### src/design/noncomp_pkg.sv
package noncomp_pkg;

  // ----------------------------------------
  // Format constants
  // ----------------------------------------
  // Single format only, binary32
  localparam int unsigned FP_WIDTH = 32;
  localparam int unsigned EXP_BITS = 8;
  localparam int unsigned MAN_BITS = 23;

  // Positive sign, exponent all ones, only the top mantissa bit set
  localparam logic [FP_WIDTH-1:0] CANONICAL_NAN = 32'h7fc0_0000;

  // ----------------------------------------
  // Operand word
  // ----------------------------------------
  typedef struct packed {
    logic                sign;
    logic [EXP_BITS-1:0] exponent;
    logic [MAN_BITS-1:0] mantissa;
  } fp32_t;

  // Same word seen as fields or as a raw magnitude for unsigned compare
  typedef union packed {
    fp32_t               fields;
    logic [FP_WIDTH-1:0] raw;
  } fp32_u;

  // ----------------------------------------
  // Operation encodings
  // ----------------------------------------
  // Rounding-mode field, reused as sub-operation select
  typedef enum logic [2:0] {
    RM_RNE = 3'b000,
    RM_RTZ = 3'b001,
    RM_RDN = 3'b010,
    RM_RUP = 3'b011
  } rm_e;

  // Operation group
  typedef enum logic [1:0] {
    OP_SGNJ     = 2'd0,
    OP_MINMAX   = 2'd1,
    OP_CMP      = 2'd2,
    OP_CLASSIFY = 2'd3
  } op_e;

  // IEEE exception flags
  typedef struct packed {
    logic nv;
    logic dz;
    logic of;
    logic uf;
    logic nx;
  } status_t;

  // One-hot class result, bit 0 is NEGINF
  typedef enum logic [9:0] {
    NEGINF     = 10'b00_0000_0001,
    NEGNORM    = 10'b00_0000_0010,
    NEGSUBNORM = 10'b00_0000_0100,
    NEGZERO    = 10'b00_0000_1000,
    POSZERO    = 10'b00_0001_0000,
    POSSUBNORM = 10'b00_0010_0000,
    POSNORM    = 10'b00_0100_0000,
    POSINF     = 10'b00_1000_0000,
    SNAN       = 10'b01_0000_0000,
    QNAN       = 10'b10_0000_0000
  } class_mask_e;

  // Decoded operand category
  typedef struct packed {
    logic is_normal;
    logic is_subnormal;
    logic is_zero;
    logic is_inf;
    logic is_nan;
    logic is_signalling;
  } fp_info_t;

  // ----------------------------------------
  // Request and response bundles
  // ----------------------------------------
  typedef struct packed {
    op_e   op;
    rm_e   rnd_mode;
    logic  op_mod;
    fp32_u operand_a;
    fp32_u operand_b;
  } noncomp_req_t;

  // Candidate from one operation group
  typedef struct packed {
    logic [FP_WIDTH-1:0] result;
    status_t             status;
    logic                ext_bit;
  } unit_res_t;

  typedef struct packed {
    logic [FP_WIDTH-1:0] result;
    status_t             status;
    logic                ext_bit;
    class_mask_e         class_mask;
    logic                is_class;
  } noncomp_rsp_t;

  // Operand classification, shared by both side units
  function automatic fp_info_t classify_fp(input fp32_t value);
    fp_info_t info;
    logic     exp_ones;
    logic     exp_zero;
    logic     man_zero;
    exp_ones           = &value.exponent;
    exp_zero           = ~|value.exponent;
    man_zero           = ~|value.mantissa;
    info.is_normal     = ~exp_ones & ~exp_zero;
    info.is_subnormal  = exp_zero & ~man_zero;
    info.is_zero       = exp_zero & man_zero;
    info.is_inf        = exp_ones & man_zero;
    info.is_nan        = exp_ones & ~man_zero;
    // Quiet bit clear marks a signalling NaN
    info.is_signalling = info.is_nan & ~value.mantissa[MAN_BITS-1];
    return info;
  endfunction

endpackage

### src/design/noncomp_compare.sv
module noncomp_compare (
  input  noncomp_pkg::noncomp_req_t req_i,
  output noncomp_pkg::unit_res_t    minmax_o,
  output noncomp_pkg::unit_res_t    cmp_o
);

  import noncomp_pkg::*;

  // ----------------------------------------
  // Operand decode
  // ----------------------------------------
  fp32_u    operand_a;
  fp32_u    operand_b;
  fp_info_t info_a;
  fp_info_t info_b;

  logic any_nan;
  logic signalling_nan;
  logic operands_equal;
  logic operand_a_smaller;
  logic cmp_bool;

  assign operand_a = req_i.operand_a;
  assign operand_b = req_i.operand_b;
  assign info_a    = classify_fp(operand_a.fields);
  assign info_b    = classify_fp(operand_b.fields);

  // Special case reductions
  assign any_nan        = info_a.is_nan | info_b.is_nan;
  assign signalling_nan = info_a.is_signalling | info_b.is_signalling;

  // Zeros of opposite sign count as equal
  assign operands_equal = (operand_a.raw == operand_b.raw) ||
                          (info_a.is_zero && info_b.is_zero);

  // Raw unsigned compare, flipped when a sign bit is involved
  assign operand_a_smaller = (operand_a.raw < operand_b.raw) ^
                             (operand_a.fields.sign || operand_b.fields.sign);

  // ----------------------------------------
  // Minimum / maximum
  // ----------------------------------------
  // RNE is MIN, RTZ is MAX
  always_comb begin : min_max
    minmax_o         = '0;
    // Quiet compare, only sNaN is invalid
    minmax_o.status.nv = signalling_nan;
    // Result always lands in a float register
    minmax_o.ext_bit = 1'b1;
    if (info_a.is_nan && info_b.is_nan) begin
      minmax_o.result = CANONICAL_NAN;
    end else if (info_a.is_nan) begin
      minmax_o.result = operand_b.raw;
    end else if (info_b.is_nan) begin
      minmax_o.result = operand_a.raw;
    end else if (req_i.rnd_mode == RM_RTZ) begin
      minmax_o.result = operand_a_smaller ? operand_b.raw : operand_a.raw;
    end else begin
      minmax_o.result = operand_a_smaller ? operand_a.raw : operand_b.raw;
    end
  end

  // ----------------------------------------
  // Comparisons
  // ----------------------------------------
  // RNE is LE, RTZ is LT, RDN is EQ
  // op_mod inverts the boolean
  always_comb begin : comparisons
    cmp_o    = '0;
    cmp_bool = 1'b0;
    if (signalling_nan) begin
      // sNaN compares false and is invalid for every compare
      cmp_o.status.nv = 1'b1;
    end else begin
      case (req_i.rnd_mode)
        RM_RNE: begin
          // Signalling compare, any NaN is invalid
          if (any_nan) cmp_o.status.nv = 1'b1;
          else cmp_bool = (operand_a_smaller | operands_equal) ^ req_i.op_mod;
        end
        RM_RTZ: begin
          if (any_nan) cmp_o.status.nv = 1'b1;
          else cmp_bool = (operand_a_smaller & ~operands_equal) ^ req_i.op_mod;
        end
        RM_RDN: begin
          // Quiet compare, NaN is never equal
          if (any_nan) cmp_bool = req_i.op_mod;
          else cmp_bool = operands_equal ^ req_i.op_mod;
        end
        default: cmp_bool = 1'b0;
      endcase
    end
    // Boolean in bit 0, integer destination so no extension
    cmp_o.result[0] = cmp_bool;
  end

  // Smaller and equal together only for a negative A
  // Equal negative pairs and -0 against +0 set both, LT masks that with ~equal
  a_smaller_not_equal: assert final (
    $isunknown(req_i) || any_nan ||
    !(operand_a_smaller && operands_equal) || operand_a.fields.sign
  ) else $error("noncomp_compare: positive A reported both smaller than and equal to B");

endmodule

### src/design/noncomp_result_stage.sv
module noncomp_result_stage (
  input  logic                      clk_i,
  input  logic                      arst_n_i,
  // Upstream handshake
  input  logic                      in_valid_i,
  output logic                      in_ready_o,
  // Candidates from the side units
  input  noncomp_pkg::op_e          op_i,
  input  noncomp_pkg::unit_res_t    sgnj_i,
  input  noncomp_pkg::unit_res_t    minmax_i,
  input  noncomp_pkg::unit_res_t    cmp_i,
  input  noncomp_pkg::class_mask_e  class_mask_i,
  // Downstream handshake
  output logic                      out_valid_o,
  input  logic                      out_ready_i,
  output noncomp_pkg::noncomp_rsp_t rsp_o
);

  import noncomp_pkg::*;

  unit_res_t    sel_res;
  noncomp_rsp_t rsp_d;
  noncomp_rsp_t rsp_q;
  logic         valid_q;
  logic         load;

  // ----------------------------------------
  // Result select
  // ----------------------------------------
  always_comb begin : select_result
    unique case (op_i)
      OP_SGNJ:     sel_res = sgnj_i;
      OP_MINMAX:   sel_res = minmax_i;
      OP_CMP:      sel_res = cmp_i;
      // Class result travels on class_mask, no flags
      OP_CLASSIFY: sel_res = '0;
    endcase
  end

  always_comb begin : build_rsp
    rsp_d.result     = sel_res.result;
    rsp_d.status     = sel_res.status;
    rsp_d.ext_bit    = sel_res.ext_bit;
    rsp_d.class_mask = class_mask_i;
    rsp_d.is_class   = (op_i == OP_CLASSIFY);
  end

  // ----------------------------------------
  // Output register
  // ----------------------------------------
  // Ready when empty or drained this cycle
  assign in_ready_o = out_ready_i | ~valid_q;
  assign load       = in_valid_i & in_ready_o;

  always_ff @(posedge clk_i or negedge arst_n_i) begin
    if (!arst_n_i) begin
      valid_q <= 1'b0;
    end else if (in_ready_o) begin
      // Drops to 0 when drained with nothing new arriving
      valid_q <= in_valid_i;
    end
  end

  // Response word reads as zero out of reset
  always_ff @(posedge clk_i or negedge arst_n_i) begin
    if (!arst_n_i) begin
      rsp_q <= '0;
    end else if (load) begin
      rsp_q <= rsp_d;
    end
  end

  assign out_valid_o = valid_q;
  assign rsp_o       = rsp_q;

  // Stalled response must not change or vanish
  a_hold_on_stall: assert property (
    @(posedge clk_i) disable iff (!arst_n_i)
    out_valid_o && !out_ready_i |=> out_valid_o && $stable(rsp_o)
  ) else $error("noncomp_result_stage: response changed under back-pressure");

  // Nothing is offered downstream while in reset
  a_idle_in_reset: assert property (
    @(posedge clk_i) !arst_n_i |-> !out_valid_o
  ) else $error("noncomp_result_stage: out_valid_o high during reset");

endmodule

### src/design/noncomp_sign_class.sv
module noncomp_sign_class (
  input  noncomp_pkg::noncomp_req_t req_i,
  output noncomp_pkg::unit_res_t    sgnj_o,
  output noncomp_pkg::class_mask_e  class_mask_o
);

  import noncomp_pkg::*;

  fp32_u    operand_a;
  fp32_u    operand_b;
  fp_info_t info_a;
  fp32_u    sgnj_result;

  assign operand_a = req_i.operand_a;
  assign operand_b = req_i.operand_b;
  // Only operand A is classified here
  assign info_a    = classify_fp(operand_a.fields);

  // ----------------------------------------
  // Sign injection
  // ----------------------------------------
  // Magnitude always comes from A
  always_comb begin : sign_injection
    sgnj_result = operand_a;
    case (req_i.rnd_mode)
      // SGNJ
      RM_RNE: sgnj_result.fields.sign = operand_b.fields.sign;
      // SGNJN
      RM_RTZ: sgnj_result.fields.sign = ~operand_b.fields.sign;
      // SGNJX
      RM_RDN: sgnj_result.fields.sign = operand_a.fields.sign ^ operand_b.fields.sign;
      // Passthrough of A, sign untouched
      RM_RUP: sgnj_result = operand_a;
      default: sgnj_result = operand_a;
    endcase
  end

  assign sgnj_o.result = sgnj_result.raw;
  // Never raises flags
  assign sgnj_o.status = '0;
  // op_mod asks for integer sign extension of the result
  assign sgnj_o.ext_bit = req_i.op_mod ? sgnj_result.fields.sign : 1'b1;

  // ----------------------------------------
  // Classification
  // ----------------------------------------
  always_comb begin : classify
    if (info_a.is_normal) begin
      class_mask_o = operand_a.fields.sign ? NEGNORM : POSNORM;
    end else if (info_a.is_subnormal) begin
      class_mask_o = operand_a.fields.sign ? NEGSUBNORM : POSSUBNORM;
    end else if (info_a.is_zero) begin
      class_mask_o = operand_a.fields.sign ? NEGZERO : POSZERO;
    end else if (info_a.is_inf) begin
      class_mask_o = operand_a.fields.sign ? NEGINF : POSINF;
    end else if (info_a.is_nan) begin
      // NaN sign is ignored
      class_mask_o = info_a.is_signalling ? SNAN : QNAN;
    end else begin
      class_mask_o = QNAN;
    end
  end

  // Classifier categories must cover every encoding exactly once
  a_class_onehot: assert final (
    $isunknown(req_i) ||
    $onehot({info_a.is_normal, info_a.is_subnormal, info_a.is_zero,
             info_a.is_inf, info_a.is_nan})
  ) else $error("noncomp_sign_class: operand A decodes to no class or to several");

endmodule

### src/design/noncomp_top.sv
module noncomp_top (
  input  logic                      clk_i,
  input  logic                      arst_n_i,
  // Request side
  input  logic                      in_valid_i,
  output logic                      in_ready_o,
  input  noncomp_pkg::noncomp_req_t req_i,
  // Response side
  output logic                      out_valid_o,
  input  logic                      out_ready_i,
  output noncomp_pkg::noncomp_rsp_t rsp_o
);

  import noncomp_pkg::*;

  // ----------------------------------------
  // Side unit results
  // ----------------------------------------
  unit_res_t   minmax_res;
  unit_res_t   cmp_res;
  unit_res_t   sgnj_res;
  class_mask_e class_mask;

  // Min/max and compares on A and B
  noncomp_compare i_compare (
    .req_i    ( req_i      ),
    .minmax_o ( minmax_res ),
    .cmp_o    ( cmp_res    )
  );

  // Sign injection and class of A
  noncomp_sign_class i_sign_class (
    .req_i        ( req_i      ),
    .sgnj_o       ( sgnj_res   ),
    .class_mask_o ( class_mask )
  );

  // ----------------------------------------
  // Select and register
  // ----------------------------------------
  // Single stage, one cycle latency
  noncomp_result_stage i_result_stage (
    .clk_i        ( clk_i       ),
    .arst_n_i     ( arst_n_i    ),
    .in_valid_i   ( in_valid_i  ),
    .in_ready_o   ( in_ready_o  ),
    .op_i         ( req_i.op    ),
    .sgnj_i       ( sgnj_res    ),
    .minmax_i     ( minmax_res  ),
    .cmp_i        ( cmp_res     ),
    .class_mask_i ( class_mask  ),
    .out_valid_o  ( out_valid_o ),
    .out_ready_i  ( out_ready_i ),
    .rsp_o        ( rsp_o       )
  );

endmodule

### config.mk
export PLATFORM = sky130hd
export DESIGN_NAME = noncomp_top
export DESIGN_NICKNAME = d
export VERILOG_FILES = /design/src/design/noncomp_pkg.sv /design/src/design/noncomp_compare.sv /design/src/design/noncomp_result_stage.sv /design/src/design/noncomp_sign_class.sv /design/src/design/noncomp_top.sv
export SDC_FILE = /design/constraint.sdc
export NUM_CORES = 1
export LEC_CHECK = 0
export ABC_AREA = 1
export BUFFER_PORTS_ARGS = -buffer_cell sky130_fd_sc_hd__clkbuf_2
export CAP_MARGIN = 20
export CORE_MARGIN = 2
export CORE_UTILIZATION = 55
export CTS_BUF_LIST = sky130_fd_sc_hd__clkbuf_16
export DETAILED_ROUTE_END_ITERATION = 12
export PLACE_DENSITY = 0.95
export SLEW_MARGIN = 20
export SYNTH_ARGS = -nofsm -noshare
export SYNTH_HDL_FRONTEND = slang
export SYNTH_SLANG_ARGS = --single-unit
### constraint.sdc
create_clock -name clk_i -period 2.15 [get_ports clk_i]
set_input_delay 0.1075 -clock clk_i [delete_from_list [all_inputs] [get_ports clk_i]]
set_output_delay 0.1075 -clock clk_i [all_outputs]
set_load 0.01 [all_outputs]
==> flow_metrics.py <==
metrics = {
    "timing": {
        "fmax_mhz": 493,
        "maxSlewHeadroom_pct": 59.8,
        "finalHoldViolations": 0,
        "fin_skew_ns": 0.00365,
        "slew_viol_final": 0,
        "fin_crit_ns": 2.03,
        "whs_ns": 0.140,
        "fin_crit_sh_pct": 94.3,
        "tightestPinTransition_ns": 0.603,
        "final-setup-viol-count": 0,
    },
    "worst_setup_path": {
        "endpoint_kind": "flop",
        "crit_arrival_ns": 2.24,
        "max_stage_delay_ns": 0.33,
        "worst_setup_path_start_kind": "input pin",
        "path_cells": "clkbuf_2 -> inv_1 -> ha_1 -> a21oi_2 -> o21ai_0 -> nand2_1 -> nand2_2 -> a21oi_4 -> nand3_2 -> nand3_2 -> nand3_2 -> nand2_4 -> buf_4 -> nand2_1 -> nand3_1 -> nand2_1 -> a21oi_2",
        "path_class": "in -> reg",
        "cp_max_fo": 9,
        "cp_slowest_cell": "ha_1",
        "r2r_cells": 6,
        "r2r_slack_ns": 0.52,
        "r2r_end": "i_result_stage.rsp_o[38]",
        "timing.rr.start": "i_result_stage.out_valid_o",
        "required_ns": 2.36,
    },
    "synth": {
        "synth.most_common_cell": "nand2_1",
        "synth_cells": 573,
        "synthArstFlopShare_pct": 100,
        "dominantRegCellSynth": "dfrtp_1",
        "synth_area_mm2": 0.00384,
        "yosysTopAreaCell": "dfrtp_1",
        "synth_edf_count": 0,
        "synth_cell_types": 36,
        "yosys_warnings": 0,
        "synth_top_area_share_pct": 29.9,
        "synthTopCellsByArea": "dfrtp_1, nand2_1, ha_1",
        "yosys-top-cells-count": "nand2_1, inv_1, a21oi_1",
        "avgSynthCellArea_um2": 6.71,
        "seq_area_frac_synth_pct": 29.9,
        "ys_ff_latch": 46,
    },
    "power": {
        "vdd_ir_drop_max_mv": 0.320,
        "powerDensity_mw_per_mm2": 593,
        "pwr-share-seq_pct": 35.4,
        "leakagePower_nw": 2.73,
        "p_comb_share_pct": 35.5,
        "clkPwrFrac_pct": 29.1,
        "switchingPower_mw": 1.02,
        "power.total_mw": 2.95,
        "p_int_mw": 1.94,
        "p_sw_share_pct": 34.4,
    },
    "cells_and_area": {
        "syn_to_final_growth_pct": 29.4,
        "nets": 822,
        "diodes": 0,
        "fillers": 491,
        "drive_gt1_share_pct": 28.6,
        "multi_input_area_mm2": 0.00234,
        "seqCellArea_mm2": 0.00115,
    },
    "floorplanning": {
        "start_util_pct": 56.6,
        "rows": 30,
        "core_area_mm2": 0.00679,
        "die_h_um": 87.6,
        "ios": 125,
        "dieArea_mm2": 0.00768,
        "die_x_um": 87.6,
    },
    "placement": {
        "routabilityCongestion": 0.987,
        "portBuffers": 120,
        "dpl.hpwl_um": 9100,
    },
    "cts": {
        "clk_pin_slew_worst_paths_ns": 0.06,
        "cts_made_buffers": 5,
        "root_buffer": "clkbuf_16",
        "clkLatencyLatePin_ns": 0.29,
        "clock-sinks": 46,
        "ctsLongestPathBuffers": 2,
        "htree_num_levels": 2,
        "cts_tree": "built",
    },
    "global_route": {
        "grt_pass1_wl_um": 19500,
        "antenna_found_initial": 0,
        "grt_usage_pct": 31.6,
        "grt_pass1_vias": 4487,
        "grt_max_degree": 52,
        "grt-ovfl-total": 0,
    },
    "route": {
        "routedWlPerCell_um": 15.2,
        "drc_errors": 0,
        "routed_wl_um": 12400,
        "ant_nets": 0,
        "drtPass1Iterations": 5,
        "drt_iter0_drc": 423,
        "drt-vias-per-instance": 5.70,
        "vias": 4630,
    },
    "worst_hold_path": {
        "hold_path.class": "in -> reg",
        "holdCritStartpoint": "req_i[68]",
        "hold_path_depth": 3,
        "hold_end": "i_result_stage.rsp_o[0]",
    },
    "status": {
        "status": "finished clean",
    },
    "run": {
        "timing.max_cap.violations": 0,
    },
}
## cell families after synthesis
| family | share of synthesized area [%] |
|---|---|
| AOI/OAI and AO/OA | 15.9 |
| adders and majority gates | 10.7 |
| buffers and inverters | 11.8 |
| DFF | 29.9 |
| other | 0.0975 |
| and+or+nand+nor | 31.5 |
## how the worst max path moves through the flow
stage	from	slack (ns)	depth (start not counted)	to
global placement	req_i[31]	0.05	20	i_result_stage.rsp_o[17]
finish	req_i[25]	0.12	17	i_result_stage.rsp_o[39]
detailed placement	req_i[31]	-0.08	20	i_result_stage.rsp_o[17]
CTS	req_i[11]	0.15	18	i_result_stage.rsp_o[17]
floorplan	req_i[31]	0.26	19	i_result_stage.rsp_o[17]
global route	req_i[63]	-0.02	18	i_result_stage.rsp_o[17]
## cell type report
type	count	share of cell area, %
Multi-Input combinational cell	423	47.1
Timing Repair Buffer	155	17.7
Inverter	84	6.39
Sequential cell	46	23.1
Tap cell	96	2.41
Clock buffer	5	2.52
Clock inverter	3	0.755
## routing by layer
layer	vias up	GRT usage [%]	share of wire (%)
li1	2140	-	-
met1	2084	37.9	38
met2	337	53.7	49
met3	69	5.75	9.0
met4	0	16.9	4.4
met5	-	0	0
## worst max-delay path, delay by kind of cell
kind	cells	cell delay, ns
buf+inv	3	0.34
compound gates	4	0.60
fa+ha+maj	1	0.33
simple gates	9	0.84
## per-stage QoR
| step | worst slack, ns | setup TNS (ns) | utilization [%] | instances | area (um2) |
|---|---|---|---|---|---|
| 2_1_floorplan | 0.263 | 0 | - | 576 | 3860 |
| 3_3_place_gp | 0.0543 | 0 | 69.2 | 802 | 4700 |
| 3_5_place_dp | -0.0844 | -0.978 | 69.2 | 802 | 4700 |
| 4_1_cts | 0.148 | 0 | 71.8 | 811 | 4880 |
| 5_1_grt | -0.0228 | -0.0391 | 73.2 | 812 | 4970 |
| 6_report | 0.123 | 0 | 73.2 | 812 | 4970 |
## sequential cells by signal, indices dropped and copies added, names as in the netlist
| signal | count |
|---|---|
| i_result_stage.out_valid_o | 1 |
| i_result_stage.rsp_o | 45 |
## placed cells by master, fill, tap and decap left out, types with 6 or more instances in the layout
cell	count
a21oi_1	60
a21oi_2	17
buf_4	33
clkbuf_2	120
dfrtp_1	46
ha_1	31
inv_1	81
nand2_1	135
nand3_1	45
nand4_1	14
nor2_1	59
nor2_2	8
nor4_1	6
o21ai_0	13
## what timing repair did
item                       in CTS  in global routing
setup endpoints to repair       0                 15
hold endpoints to repair       46                  0
hold buffers                    1                  0
resized for setup               0                 20
setup buffers                   0                  2
## power groups by stage
stage / Clock [mW] / Sequential [mW] / Combinational [mW]
finish: 0.859 / 1.04 / 1.05
detailed placement: 0 / 1.06 / 0.982
floorplan: 0 / 1.11 / 0.529
global placement: 0 / 1.05 / 0.939
CTS: 0.879 / 1.04 / 0.992
global route: 0.897 / 1.05 / 1.16
No activity file was read; power rests on OpenSTA's default activity.
